==> src/verilog/est_rx_settings.svh <==
`ifndef EST_RX_SETTINGS_SVH
`define EST_RX_SETTINGS_SVH

// flow id width and the number of flows it can address.
`define EST_RX_FLOWID_W     3
`define EST_RX_NUM_FLOWS    (1 << `EST_RX_FLOWID_W)

// sequence and ack numbers.
`define EST_RX_SEQ_W        32

// receive buffer is 2**BUF_PTR_W bytes per flow.
`define EST_RX_BUF_PTR_W    6
`define EST_RX_BUF_SIZE     (1 << `EST_RX_BUF_PTR_W)

`define EST_RX_LEN_W        7

`endif

==> src/verilog/est_rx_pkg.sv <==
`include "est_rx_settings.svh"

package est_rx_pkg;

    typedef logic [`EST_RX_FLOWID_W-1:0]  flowid_t;

    typedef logic [`EST_RX_SEQ_W-1:0]     seq_num_t;  // wraps.

    // one extra bit so a full buffer differs from an empty one.
    typedef logic [`EST_RX_BUF_PTR_W:0]   buf_ptr_t;

    typedef logic [`EST_RX_LEN_W-1:0]     payload_len_t;  // bytes.

endpackage

==> src/verilog/flow_state_table.sv <==
`include "est_rx_settings.svh"

module flow_state_table (
     input                              clk
    ,input                              rst

    ,input  est_rx_pkg::flowid_t        rd_flowid
    ,output est_rx_pkg::seq_num_t       rd_ack_num
    ,output est_rx_pkg::buf_ptr_t       rd_tail_ptr
    ,output est_rx_pkg::buf_ptr_t       rd_head_ptr

    ,input                              wr_en
    ,input  est_rx_pkg::flowid_t        wr_flowid
    ,input  est_rx_pkg::seq_num_t       wr_ack_num
    ,input  est_rx_pkg::buf_ptr_t       wr_tail_ptr

    ,input                              consume_valid
    ,input  est_rx_pkg::flowid_t        consume_flowid
    ,input  est_rx_pkg::payload_len_t   consume_len
);

    est_rx_pkg::seq_num_t   ack_num_r  [`EST_RX_NUM_FLOWS];
    est_rx_pkg::buf_ptr_t   tail_ptr_r [`EST_RX_NUM_FLOWS];
    est_rx_pkg::buf_ptr_t   head_ptr_r [`EST_RX_NUM_FLOWS];

    est_rx_pkg::buf_ptr_t   consume_head_next;

    // reads are combinational since the pipe registers the flow id.
    assign rd_ack_num  = ack_num_r[rd_flowid];
    assign rd_tail_ptr = tail_ptr_r[rd_flowid];
    assign rd_head_ptr = head_ptr_r[rd_flowid];

    // the writeback stage owns the ack number and tail pointer.
    always_ff @(posedge clk) begin
        if (rst) begin
            for (int i = 0; i < `EST_RX_NUM_FLOWS; i++) begin
                ack_num_r[i]  <= '0;
                tail_ptr_r[i] <= '0;
            end
        end else begin
            if (wr_en) begin
                ack_num_r[wr_flowid]  <= wr_ack_num;
                tail_ptr_r[wr_flowid] <= wr_tail_ptr;
            end
        end
    end

    // the application frees buffer space by moving the head.
    assign consume_head_next = head_ptr_r[consume_flowid] + consume_len;

    always_ff @(posedge clk) begin
        if (rst) begin
            for (int i = 0; i < `EST_RX_NUM_FLOWS; i++) begin
                head_ptr_r[i] <= '0;
            end
        end else begin
            if (consume_valid) begin
                head_ptr_r[consume_flowid] <= consume_head_next;
            end
        end
    end

endmodule

==> src/verilog/rx_accept_logic.sv <==
`include "est_rx_settings.svh"

module rx_accept_logic (
    // compute stage packet.
     input                              c_valid
    ,input  est_rx_pkg::flowid_t        c_flowid
    ,input  est_rx_pkg::seq_num_t       c_seq_num
    ,input  est_rx_pkg::payload_len_t   c_len

    // table read data for c_flowid.
    ,input  est_rx_pkg::seq_num_t       tbl_ack_num
    ,input  est_rx_pkg::buf_ptr_t       tbl_tail_ptr
    ,input  est_rx_pkg::buf_ptr_t       tbl_head_ptr

    // writeback contents not yet in the table.
    ,input                              w_valid
    ,input  est_rx_pkg::flowid_t        w_flowid
    ,input  est_rx_pkg::seq_num_t       w_ack_num
    ,input  est_rx_pkg::buf_ptr_t       w_tail_ptr

    ,output logic                       accept
    ,output est_rx_pkg::seq_num_t       next_ack_num
    ,output est_rx_pkg::buf_ptr_t       next_tail_ptr
    ,output est_rx_pkg::buf_ptr_t       prev_tail_ptr
    ,output est_rx_pkg::buf_ptr_t       space_left
);

    logic                   byp_state;
    est_rx_pkg::seq_num_t   curr_ack_num;
    est_rx_pkg::buf_ptr_t   curr_tail_ptr;
    est_rx_pkg::buf_ptr_t   space_used;

    logic                   len_nonzero;
    logic                   in_order;
    logic                   has_space;

    // writeback holds newer state for the same flow.
    assign byp_state = c_valid & w_valid & (c_flowid == w_flowid);

    assign curr_ack_num  = byp_state ? w_ack_num  : tbl_ack_num;
    assign curr_tail_ptr = byp_state ? w_tail_ptr : tbl_tail_ptr;

    // the wrap bit keeps the difference correct across a pointer wrap.
    assign space_used = curr_tail_ptr - tbl_head_ptr;
    assign space_left = est_rx_pkg::buf_ptr_t'(`EST_RX_BUF_SIZE) - space_used;

    assign len_nonzero = (c_len != '0);
    assign in_order    = (c_seq_num == curr_ack_num);
    assign has_space   = (space_left >= c_len);

    assign accept = c_valid & len_nonzero & in_order & has_space;

    // payload lands at the old tail.
    assign prev_tail_ptr = curr_tail_ptr;

    assign next_tail_ptr = accept ? curr_tail_ptr + c_len : curr_tail_ptr;

    assign next_ack_num = accept
                        ? curr_ack_num + est_rx_pkg::seq_num_t'(c_len)
                        : curr_ack_num;  // a rejected packet leaves the ack alone.

endmodule

==> src/verilog/est_rx_pipe.sv <==
module est_rx_pipe (
     input                              clk
    ,input                              rst

    ,input                              in_valid
    ,output logic                       in_ready
    ,input  est_rx_pkg::flowid_t        in_flowid
    ,input  est_rx_pkg::seq_num_t       in_seq_num
    ,input  est_rx_pkg::payload_len_t   in_payload_len

    ,input                              consume_valid
    ,input  est_rx_pkg::flowid_t        consume_flowid
    ,input  est_rx_pkg::payload_len_t   consume_len

    ,output logic                       result_valid
    ,input                              result_ready
    ,output est_rx_pkg::flowid_t        result_flowid
    ,output logic                       result_accept
    ,output est_rx_pkg::buf_ptr_t       result_buf_ptr
    ,output est_rx_pkg::payload_len_t   result_len
    ,output est_rx_pkg::seq_num_t       result_ack_num
    ,output est_rx_pkg::buf_ptr_t       result_wnd
);

    logic                       stall_c;
    logic                       stall_w;

    // compute stage register.
    logic                       c_valid_r;
    est_rx_pkg::flowid_t        c_flowid_r;
    est_rx_pkg::seq_num_t       c_seq_num_r;
    est_rx_pkg::payload_len_t   c_len_r;

    // table read data for the compute flow.
    est_rx_pkg::seq_num_t       tbl_ack_num;
    est_rx_pkg::buf_ptr_t       tbl_tail_ptr;
    est_rx_pkg::buf_ptr_t       tbl_head_ptr;

    // compute stage results.
    logic                       accept_c;
    est_rx_pkg::seq_num_t       next_ack_num_c;
    est_rx_pkg::buf_ptr_t       next_tail_ptr_c;
    est_rx_pkg::buf_ptr_t       prev_tail_ptr_c;
    est_rx_pkg::buf_ptr_t       space_left_c;

    // writeback stage register.
    logic                       w_valid_r;
    est_rx_pkg::flowid_t        w_flowid_r;
    logic                       w_accept_r;
    est_rx_pkg::payload_len_t   w_len_r;
    est_rx_pkg::seq_num_t       w_ack_num_r;
    est_rx_pkg::buf_ptr_t       w_tail_ptr_r;
    est_rx_pkg::buf_ptr_t       w_prev_tail_ptr_r;
    est_rx_pkg::buf_ptr_t       w_wnd_r;

    logic                       result_fire;

    assign result_fire = w_valid_r & result_ready;

    // stalls start at the result port and move backwards.
    assign stall_w  = w_valid_r & ~result_ready;
    assign stall_c  = c_valid_r & stall_w;
    assign in_ready = ~stall_c;

    always_ff @(posedge clk) begin
        if (rst) begin
            c_valid_r <= 1'b0;
        end else begin
            if (~stall_c) begin
                c_valid_r <= in_valid;
            end
        end
    end

    always_ff @(posedge clk) begin
        if (~stall_c) begin
            c_flowid_r  <= in_flowid;
            c_seq_num_r <= in_seq_num;
            c_len_r     <= in_payload_len;
        end
    end

    flow_state_table state_table (
         .clk               (clk            )
        ,.rst               (rst            )

        ,.rd_flowid         (c_flowid_r     )
        ,.rd_ack_num        (tbl_ack_num    )
        ,.rd_tail_ptr       (tbl_tail_ptr   )
        ,.rd_head_ptr       (tbl_head_ptr   )

        ,.wr_en             (result_fire    )  // state commits with the result.
        ,.wr_flowid         (w_flowid_r     )
        ,.wr_ack_num        (w_ack_num_r    )
        ,.wr_tail_ptr       (w_tail_ptr_r   )

        ,.consume_valid     (consume_valid  )
        ,.consume_flowid    (consume_flowid )
        ,.consume_len       (consume_len    )
    );

    rx_accept_logic accept_logic (
         .c_valid           (c_valid_r      )
        ,.c_flowid          (c_flowid_r     )
        ,.c_seq_num         (c_seq_num_r    )
        ,.c_len             (c_len_r        )

        ,.tbl_ack_num       (tbl_ack_num    )
        ,.tbl_tail_ptr      (tbl_tail_ptr   )
        ,.tbl_head_ptr      (tbl_head_ptr   )

        ,.w_valid           (w_valid_r      )
        ,.w_flowid          (w_flowid_r     )
        ,.w_ack_num         (w_ack_num_r    )
        ,.w_tail_ptr        (w_tail_ptr_r   )

        ,.accept            (accept_c       )
        ,.next_ack_num      (next_ack_num_c )
        ,.next_tail_ptr     (next_tail_ptr_c)
        ,.prev_tail_ptr     (prev_tail_ptr_c)
        ,.space_left        (space_left_c   )
    );

    // a bubble moves into writeback whenever compute is empty.
    always_ff @(posedge clk) begin
        if (rst) begin
            w_valid_r <= 1'b0;
        end else begin
            if (~stall_w) begin
                w_valid_r <= c_valid_r;
            end
        end
    end

    always_ff @(posedge clk) begin
        if (~stall_w) begin
            w_flowid_r        <= c_flowid_r;
            w_accept_r        <= accept_c;
            w_len_r           <= c_len_r;
            w_ack_num_r       <= next_ack_num_c;
            w_tail_ptr_r      <= next_tail_ptr_c;
            w_prev_tail_ptr_r <= prev_tail_ptr_c;
            w_wnd_r           <= space_left_c;  // window seen before this payload.
        end
    end

    assign result_valid   = w_valid_r;
    assign result_flowid  = w_flowid_r;
    assign result_accept  = w_accept_r;
    assign result_buf_ptr = w_prev_tail_ptr_r;
    assign result_len     = w_len_r;
    assign result_ack_num = w_ack_num_r;
    assign result_wnd     = w_wnd_r;

endmodule

==> config.mk <==
export PLATFORM = sky130hd
export DESIGN_NAME = est_rx_pipe
export DESIGN_NICKNAME = d
export VERILOG_FILES = /design/src/verilog/est_rx_pkg.sv /design/src/verilog/flow_state_table.sv /design/src/verilog/rx_accept_logic.sv /design/src/verilog/est_rx_pipe.sv
export VERILOG_INCLUDE_DIRS = /design/src /design/src/verilog
export SDC_FILE = /design/constraint.sdc
export NUM_CORES = 1
export LEC_CHECK = 0
export ABC_AREA = 1
export BUFFER_PORTS_ARGS = -buffer_cell sky130_fd_sc_hd__buf_2
export CAP_MARGIN = 0
export CORE_ASPECT_RATIO = 1.4
export CORE_MARGIN = 1
export CORE_UTILIZATION = 35
export CTS_CLUSTER_DIAMETER = 40
export DETAILED_ROUTE_END_ITERATION = 16
export SLEW_MARGIN = 20
export SYNTH_ARGS = -nofsm -noshare
export SYNTH_HDL_FRONTEND = slang
export SYNTH_SLANG_ARGS = --single-unit
==> constraint.sdc <==
create_clock -name clk -period 5.61 [get_ports clk]
set_input_delay 0.8415 -clock clk [delete_from_list [all_inputs] [get_ports clk]]
set_output_delay 0.8415 -clock clk [all_outputs]
set_load 0.05 [all_outputs]
==> results of run 1 <==
-- cell type report --
class | count | area (sq um)
Antenna cell | 1 | 2.50
Tap cell | 936 | 1170
Clock inverter | 33 | 457
Clock buffer | 56 | 1250
Timing Repair Buffer | 162 | 941
Sequential cell | 479 | 14300
Inverter | 327 | 1230
Multi-Input combinational cell | 1870 | 8720
Fill cell | 7033 | 42100
-- per-layer routing --
metal | track usage (%) | vias up
met1 | 25.4 | 9306
met5 | 0 | -
met2 | 36.5 | 787
met4 | 10.0 | 2
met3 | 4.61 | 200
li1 | - | 9343
-- registers in the layout, indices dropped and copies added (netlist names), 32 cells and up, named ones only --
register	flops
state_table.ack_num_r	256
state_table.head_ptr_r	56
state_table.tail_ptr_r	56
c_seq_num_r	32
result_ack_num	32
-- critical path: stages, from the launching register on --
cell and delay [ns]:
dfxtp_4 0.46, buf_4 0.33, a21oi_1 0.07, a221oi_1 0.28, nor2_1 0.08, nand2_1 0.06, o21ai_0 0.13, ha_1 0.31
ha_1 0.33, nand2_1 0.09, nand3_1 0.11, nand2_1 0.09, nand2_1 0.05, a21oi_1 0.15, xnor2_1 0.16, xor2_1 0.27
ha_1 0.21, nand2_1 0.09, o2111ai_2 0.35, buf_4 0.29, nand3_2 0.41, buf_4 0.36, nand2_1 0.08, nand2_1 0.05
-- path summary, 6_finish.rpt --
kind,end,slack (ns),cells past startpoint
worst min-delay path,c_seq_num_r[20],0.42,1
worst max register to register,result_ack_num[23],0.53,23
worst max-delay path,result_ack_num[23],0.53,23
worst min register to register,result_flowid[2],0.45,0
-- power groups by stage --
| stage | combinational, mW | clock, mW | sequential (mW) |
|---|---|---|---|
| 2_1_floorplan | 0.912 | 0 | 4.54 |
| 4_1_cts | 1.70 | 3.54 | 4.32 |
| 5_1_grt | 1.87 | 3.66 | 4.33 |
| 6_report | 1.71 | 3.51 | 4.32 |
| 3_3_place_gp | 1.68 | 0 | 4.40 |
| 3_5_place_dp | 1.70 | 0 | 4.39 |
-- kinds of logic after synthesis --
kind of cell / synth area share (%)
AND/OR/NAND/NOR: 27.2
flip-flops: 57.6
buffers and inverters: 7.51
AO/OA/AOI/OAI: 4.40
adder cells (fa/ha/maj): 2.18
XOR/XNOR: 1.06
-- cells in the final DEF, fill, tap and decap left out, drive strengths merged, types with 12 or more instances in the layout --
cell	Yosys	final
nand3	242	242
ha	37	37
a21oi	53	53
nand4	37	37
xor2	21	21
nand2	783	783
buf	66	162
nand3b	13	13
o211ai	12	12
clkinv	5	23
clkbuf	59	56
o21ai	68	68
a221oi	15	15
edfxtp	474	474
nor2	528	528
inv	322	328
==> impl_metrics.py, run 1 <==
metrics = {
    "outcome": {
        "status": "finished clean",
    },
    "flow_run": {
        "maxCapViolations": 0,
    },
    "grt": {
        "grt_usage_pct": 21.3,
        "grt_pass1_vias": 18900,
        "antenna_found_initial": 1,
        "overflow": 0,
        "grt_max_degree": 82,
        "grt_pass1_wl_microns": 113000,
    },
    "placement": {
        "gp_congestion": 0.933,
        "dp.cells": 3774,
        "hpwl_microns": 50600,
        "port_buffers": 115,
        "dp_slack_ns": 0.601,
        "placedInstanceArea_sq_um": 26400,
    },
    "power_and_ir_drop": {
        "vdd_drop_max_v": 0.000263,
        "finalPower_mw": 9.55,
        "seq_power_share_pct": 45.3,
        "leakage_nw": 12.4,
        "power_frac_comb_pct": 17.9,
        "cell_internal_pwr_mw": 6.64,
        "swShare_pct": 30.5,
        "p_sw_mw": 2.91,
        "powerDensity_nw_per_um2": 339,
        "clock_power_share_pct": 36.8,
    },
    "synth": {
        "synth_cell_types": 48,
        "ys.warnings.count": 0,
        "ys_top_cells_by_count": "nand2_1, nor2_1, edfxtp_1",
        "synth-async-reset-ratio_pct": 0,
        "avgSynthCellArea_sq_um": 8.88,
        "yosys-top-cells-area": "edfxtp_1, nand2_1, nor2_1",
        "synth_cells": 2801,
        "synth-seq-area-share_pct": 57.6,
        "synth_most_common_cell": "nand2_1",
        "synth_area_sq_um": 24900,
        "synthFlopType": "edfxtp_1",
        "synth-seq-cells": 479,
        "yosysTopAreaCell": "edfxtp_1",
        "synth_top_area_share_pct": 57.2,
        "syn_nets": 2899,
        "synth-edff-count": 474,
    },
    "sta": {
        "setup_viol": 0,
        "max_freq_ghz": 0.197,
        "holdWs_ns": 0.424,
        "rsz0062_at_grt": "no",
        "tightest_slew_ns": 1.04,
        "tns_ns": 0,
        "finClkSkew_ns": 0.0231,
        "finalMaxSlewViolations": 0,
        "final.period_utilization_pct": 90.5,
        "fin_crit_ns": 5.08,
        "hold_viol": 0,
        "slew_headroom_pct": 30.3,
        "fin_ws_ns": 0.535,
    },
    "cts": {
        "cts_made_buffers": 48,
        "post_cts_resized": 0,
        "post_cts_buffers": 0,
        "max-clock-path-buffers": 3,
        "cts_tree": "yes",
        "clock_latency_ns": 0.60,
        "htree_levels": 2,
        "path_clk_slew_ns": 0.07,
        "cts_num_sinks": 479,
        "ctsHoldBuffers": 0,
        "cts-root-buf": "clkbuf_16",
    },
    "detailed_routing": {
        "viasPerCell": 5.08,
        "drt-total-wl_microns": 77100,
        "drtPass1Iterations": 6,
        "met3_wirelength_microns": 6210,
        "initialDrtViolationCount": 1757,
        "drc": 0,
        "num_vias": 19600,
        "drt-met1-wl_microns": 30100,
        "highest_layer": "met5",
        "avgRoutedWirePerCell_microns": 20.0,
        "ant_nets": 0,
        "wl_met2_microns": 37400,
    },
    "floorplan": {
        "die_w_microns": 227,
        "num_rows": 115,
        "start_util_pct": 35.4,
        "core_area_sq_um": 70200,
        "die_h_microns": 317,
        "io_pins": 116,
        "die_area_sq_um": 72100,
    },
    "final_layout": {
        "finalInstanceArea_sq_um": 28100,
        "final_cells": 3864,
        "nNetsFinal": 2986,
        "utilization_pct": 40.0,
        "drive_gt1_share_pct": 11.3,
        "syn2layout_area_growth_pct": 13.1,
    },
    "setup_path": {
        "crit_fanout": 26,
        "path_class": "reg2reg",
        "required_ns": 5.96,
        "worstSetupStartpointType": "register",
        "end_kind": "register",
        "cp.arrival_ns": 5.42,
    },
    "min_path": {
        "min_path_type": "in2reg",
        "hold_start": "in_seq_num[20]",
    },
}
Power figures use the tool's default switching activity.
==> run 2, diff against run 1 <==
Settings changed: CTS_CLUSTER_SIZE set to 20, MAX_ROUTING_LAYER set to met4.
Clock period 5.61 ns to 4.3 ns, I/O delays scaled along.
==> run 2 against run 1 <==
Total power rose by 30%. Via count rose by 2.2%. Worst hold slack got worse by 0.19 ns. Clock skew rose by 0.0082 ns. Worst setup slack got worse by 0.48 ns. Critical path depth did not move. Combinational power rose by 47%. Final cell count rose by 1.9%. Critical path type unchanged.
==> impl_metrics.py, run 2 (synthesis results as in run 1) <==
metrics = {
    "cts": {
        "htree_levels": 2,
        "cts_num_sinks": 479,
        "ctsHoldBuffers": 0,
        "max-clock-path-buffers": 3,
        "cts_made_buffers": 44,
        "clock_latency_ns": 0.60,
        "cts-root-buf": "clkbuf_16",
        "cts_tree": "yes",
        "path_clk_slew_ns": 0.07,
    },
    "detailed_routing": {
        "drc": 0,
        "viasPerCell": 5.10,
        "num_vias": 20100,
        "avgRoutedWirePerCell_microns": 20.2,
        "ant_nets": 0,
        "initialDrtViolationCount": 2032,
        "drt-total-wl_microns": 79400,
        "drtPass1Iterations": 6,
    },
    "final_layout": {
        "utilization_pct": 41.3,
        "top_register": "state_table.ack_num_r",
        "syn2layout_area_growth_pct": 16.7,
        "final_cells": 3936,
        "final_cell_mix": "nand2_1, nor2_1, edfxtp_1, inv_1, nand3_1",
        "largest_register_ffs": 256,
        "top_regs": "state_table.ack_num_r (256), state_table.head_ptr_r (56), state_table.tail_ptr_r (56)",
        "final_common_cell": "nand2_1",
        "fill_cells": 7020,
        "antenna_cells": 0,
        "nNetsFinal": 3063,
        "drive_gt1_share_pct": 15.0,
        "finalInstanceArea_sq_um": 29000,
    },
    "sta": {
        "max_freq_ghz": 0.235,
        "hold_viol": 0,
        "tightest_slew_ns": 0.930,
        "finalMaxSlewViolations": 0,
        "setup_viol": 0,
        "tns_ns": 0,
        "final.period_utilization_pct": 98.8,
        "finClkSkew_ns": 0.0313,
        "rsz0062_at_grt": "yes",
        "fin_crit_ns": 4.25,
        "slew_headroom_pct": 38.0,
    },
    "setup_path": {
        "end_kind": "register",
        "crit_fanout": 21,
        "required_ns": 4.63,
        "cpPeakStageDelay_ns": 0.42,
        "cp.arrival_ns": 4.58,
        "path_class": "reg2reg",
        "cp_slowest_cell": "dfxtp_4",
        "worstSetupStartpointType": "register",
        "crit_chain": "buf_12 -> buf_6 -> o21ai_4 -> o22ai_2 -> o211ai_1 -> o21ai_1 -> ha_2 -> inv_2 -> ha_4 -> inv_2 -> fa_2 -> o221ai_2 -> xor2_1 -> ha_1 -> nand3_1 -> nor3_1 -> nand3_1 -> o2111ai_4 -> buf_6 -> nand3_2 -> buf_12 -> nand2_1 -> nand2_1",
    },
    "placement": {
        "port_buffers": 115,
        "dp.cells": 3843,
        "gp_congestion": 0.936,
        "hpwl_microns": 52500,
        "placedInstanceArea_sq_um": 27000,
    },
    "grt": {
        "grt_usage_pct": 22.6,
        "globalRouteMet1Util_pct": 28.1,
        "grt_max_degree": 75,
        "grt_use_met3_pct": 2.58,
        "antenna_found_initial": 3,
        "grtUsageMet2_pct": 38.2,
        "grt_pass1_vias": 19100,
        "grt_pass1_wl_microns": 117000,
        "overflow": 0,
        "grt_most_used_layer": "met2",
    },
    "floorplan": {
        "core_area_sq_um": 70200,
        "io_pins": 116,
        "start_util_pct": 35.4,
        "num_rows": 115,
        "die_w_microns": 227,
        "die_area_sq_um": 72100,
        "die_h_microns": 317,
    },
    "power_and_ir_drop": {
        "leakage_nw": 12.8,
        "vdd_drop_max_v": 0.000450,
        "powerDensity_nw_per_um2": 427,
        "finalPower_mw": 12.4,
    },
    "outcome": {
        "status": "finished clean",
    },
    "flow_run": {
        "maxCapViolations": 0,
    },
    "min_path": {
        "min_path_type": "in2reg",
    },
}
run 2: cell types whose count changed in the layout (fill, tap and decap cells not counted), moves of 7 or more:
cell	previous run	this run
a221oi_1	15	8
inv_8	1	8
clkinv_2	10	1
buf_4	46	109
clkinv_8	1	9
a221oi_2	0	7
o21ai_0	52	43
buf_12	1	10
run 2: final cells by class:
type	instances	area [sq um]	area share, %
Tap cell	936	1170	4.04
Multi-Input combinational cell	1870	8970	30.9
Clock buffer	48	1130	3.88
Timing Repair inverter	1	11.3	0.0388
Clock inverter	33	438	1.51
Sequential cell	479	14300	49.4
Timing Repair Buffer	242	1720	5.91
Inverter	327	1240	4.28
run 2: metal layers:
metal  wire length (microns)  up-vias
met1                   32300     9652
met3                    5140      141
met5                       0        -
met2                   39600      782
li1                        -     9497
met4                    2400        0
run 2: stage by stage:
step                hold WS [ns]  setup WS (ns)
floorplan                  0.426         -0.125
global placement           0.431         0.0909
detailed placement         0.441        -0.0213
CTS                        0.202         0.0202
global route               0.214         -0.243
finish                     0.232         0.0506
run 2: path summary, 6_finish.rpt:
kind / slack (ns) / cells past startpoint / start / endpoint
min: 0.23 / 1 / in_seq_num[13] / c_seq_num_r[13]
min reg2reg: 0.46 / 0 / c_flowid_r[2] / result_flowid[2]
max reg2reg: 0.05 / 23 / register / result_ack_num[26]
max: 0.05 / 23 / register / result_ack_num[26]
run 2: where the power goes:
group | total, mW | internal (mW) | switching, mW | leakage (nW)
Clock | 4.25 | 2.21 | 2.04 | 0.751
Sequential | 5.63 | 5.42 | 0.216 | 4.97
Combinational | 2.52 | 0.763 | 1.76 | 7.09
run 2: worst max-delay path, delay by kind of cell (launching register included):
family / cells / cell delay (ns)
compound gates: 6 / 0.96
xor+xnor: 1 / 0.11
fa+ha+maj: 4 / 1.03
buf+inv: 6 / 0.82
flops: 1 / 0.42
simple gates: 6 / 0.67
run 2: timing repair:
item                       in CTS  in global routing
cloned                          0                  4
setup endpoints to repair      31                 40
pin swaps                       1                 18
resized for setup               4                 55
buffers inserted                0                  8
==> run 3, diff against run 2 <==
Settings changed: MAX_ROUTING_LAYER met4 to not set.
==> run 3 against run 2 <==
The flow now finishes with violations (setup timing). Maximum frequency fell by 1.5%. Global-route usage fell by 0.69 points. Total power shrank 1.7%. Routed wire length rose by 0.86%. Clock power fell by 4.7%. Via count increased by 0.78%. Final area shrank 0.66%. Worst setup slack got worse by 0.063 ns. Highest routed layer is now met5.
==> impl_metrics.py, run 3 (synthesis results as in run 1) <==
metrics = {
    "outcome": {
        "violations": "setup timing",
        "status": "finished with violations",
    },
    "final_layout": {
        "syn2layout_area_growth_pct": 15.9,
        "multi_input_area_sq_um": 8900,
        "finalInstanceArea_sq_um": 28800,
        "largest_register_ffs": 256,
        "top_regs": "state_table.ack_num_r (256), state_table.head_ptr_r (56), state_table.tail_ptr_r (56)",
        "final_cells": 3933,
        "nNetsFinal": 3058,
        "utilization_pct": 41.0,
        "regArea_sq_um": 14300,
        "final_cell_mix": "nand2_1, nor2_1, edfxtp_1, inv_1, nand3_1",
        "fill_cells": 7078,
        "top_register": "state_table.ack_num_r",
        "final_common_cell": "nand2_1",
        "drive_gt1_share_pct": 14.5,
    },
    "min_path": {
        "hold_start": "in_seq_num[4]",
        "min_path_cells": 1,
        "min_path_type": "in2reg",
        "min_to": "c_seq_num_r[4]",
    },
    "power_and_ir_drop": {
        "powerDensity_nw_per_um2": 423,
        "finalPower_mw": 12.2,
        "leakage_nw": 12.7,
        "vdd_drop_max_v": 0.000408,
    },
    "setup_path": {
        "reg2reg_slack_ns": -0.01,
        "cp_slowest_cell": "dfxtp_4",
        "crit_fanout": 21,
        "cp.arrival_ns": 4.64,
        "reg2reg_depth": 25,
        "cpPeakStageDelay_ns": 0.51,
        "end_kind": "register",
        "crit_top_cell": "nand2_1",
        "critical_path_buf_inv_count": 4,
        "crit_family": "simple AND/OR/NAND/NOR gates",
        "path_class": "reg2reg",
        "reg2reg_to": "result_ack_num[22]",
        "required_ns": 4.63,
        "worstSetupStartpointType": "register",
    },
    "sta": {
        "max_freq_ghz": 0.232,
        "finalMaxSlewViolations": 0,
        "holdWs_ns": 0.220,
        "finClkSkew_ns": 0.0258,
        "rsz0062_at_grt": "yes",
        "tns_ns": -0.0279,
        "setup_viol": 3,
        "hold_viol": 0,
        "slew_headroom_pct": 39.4,
        "fin_crit_ns": 4.31,
        "tightest_slew_ns": 0.909,
        "final.period_utilization_pct": 100,
        "fin_ws_ns": -0.0120,
    },
    "grt": {
        "grt_pass1_vias": 19000,
        "grt_usage_pct": 21.9,
        "overflow": 0,
        "grt_max_degree": 66,
        "antenna_found_initial": 4,
        "grt_pass1_wl_microns": 117000,
    },
    "cts": {
        "ctsHoldBuffers": 0,
        "cts_tree": "yes",
        "clock_latency_ns": 0.60,
        "htree_levels": 2,
        "path_clk_slew_ns": 0.08,
        "cts_num_sinks": 479,
        "cts-root-buf": "clkbuf_16",
        "cts_made_buffers": 43,
        "max-clock-path-buffers": 3,
    },
    "floorplan": {
        "io_pins": 116,
        "die_w_microns": 227,
        "start_util_pct": 35.4,
        "num_rows": 115,
        "die_h_microns": 317,
        "die_area_sq_um": 72100,
        "core_area_sq_um": 70200,
    },
    "detailed_routing": {
        "num_vias": 20200,
        "drt-total-wl_microns": 80100,
        "viasPerCell": 5.14,
        "initialDrtViolationCount": 2073,
        "drc": 0,
        "ant_nets": 0,
        "drtPass1Iterations": 6,
        "avgRoutedWirePerCell_microns": 20.4,
    },
    "placement": {
        "gp_congestion": 0.917,
        "placedInstanceArea_sq_um": 27000,
        "dp.cells": 3840,
        "dp_slack_ns": 0.0361,
        "port_buffers": 115,
        "hpwl_microns": 52400,
    },
    "flow_run": {
        "maxCapViolations": 0,
    },
}
run 3: repair_timing:
| action | 4_1_cts | 5_1_grt |
|---|---|---|
| cloned | 0 | 6 |
| setup endpoints to repair | 2 | 40 |
| resized for setup | 1 | 40 |
| setup buffers | 0 | 5 |
| pin swaps | 0 | 30 |
run 3: routing by layer:
metal / GRT usage [%] / wire, microns
met3: 3.04 / 6140
met2: 37.2 / 39100
met4: 8.66 / 3140
met1: 28.1 / 31600
met5: 0 / 9
run 3: final cells by class:
type	count	area share, %
tap	936	4.06
timing repair inverter	1	0.0304
clock buffer	47	3.86
sequential	479	49.8
antenna	3	0.0260
timing repair buffer	238	5.88
clock inverter	32	1.19
inverter	327	4.31
multi-input combinational	1870	30.9
run 3: where the power goes:
| group | internal, mW | total, mW | switching [mW] |
|---|---|---|---|
| logic | 0.752 | 2.50 | 1.75 |
| clock network | 2.04 | 4.05 | 2.01 |
| registers | 5.41 | 5.63 | 0.218 |
run 3: how the worst max path moves through the flow:
| stage | from | endpoint | cells past startpoint |
|---|---|---|---|
| after floorplan | result_flowid[1] | w_tail_ptr_r[5] | 32 |
| after global placement | register | result_ack_num[19] | 25 |
| after detailed placement | register | result_ack_num[21] | 25 |
| after CTS | register | result_ack_num[15] | 28 |
| after global routing | register | result_ack_num[15] | 25 |
| final | register | result_ack_num[22] | 25 |
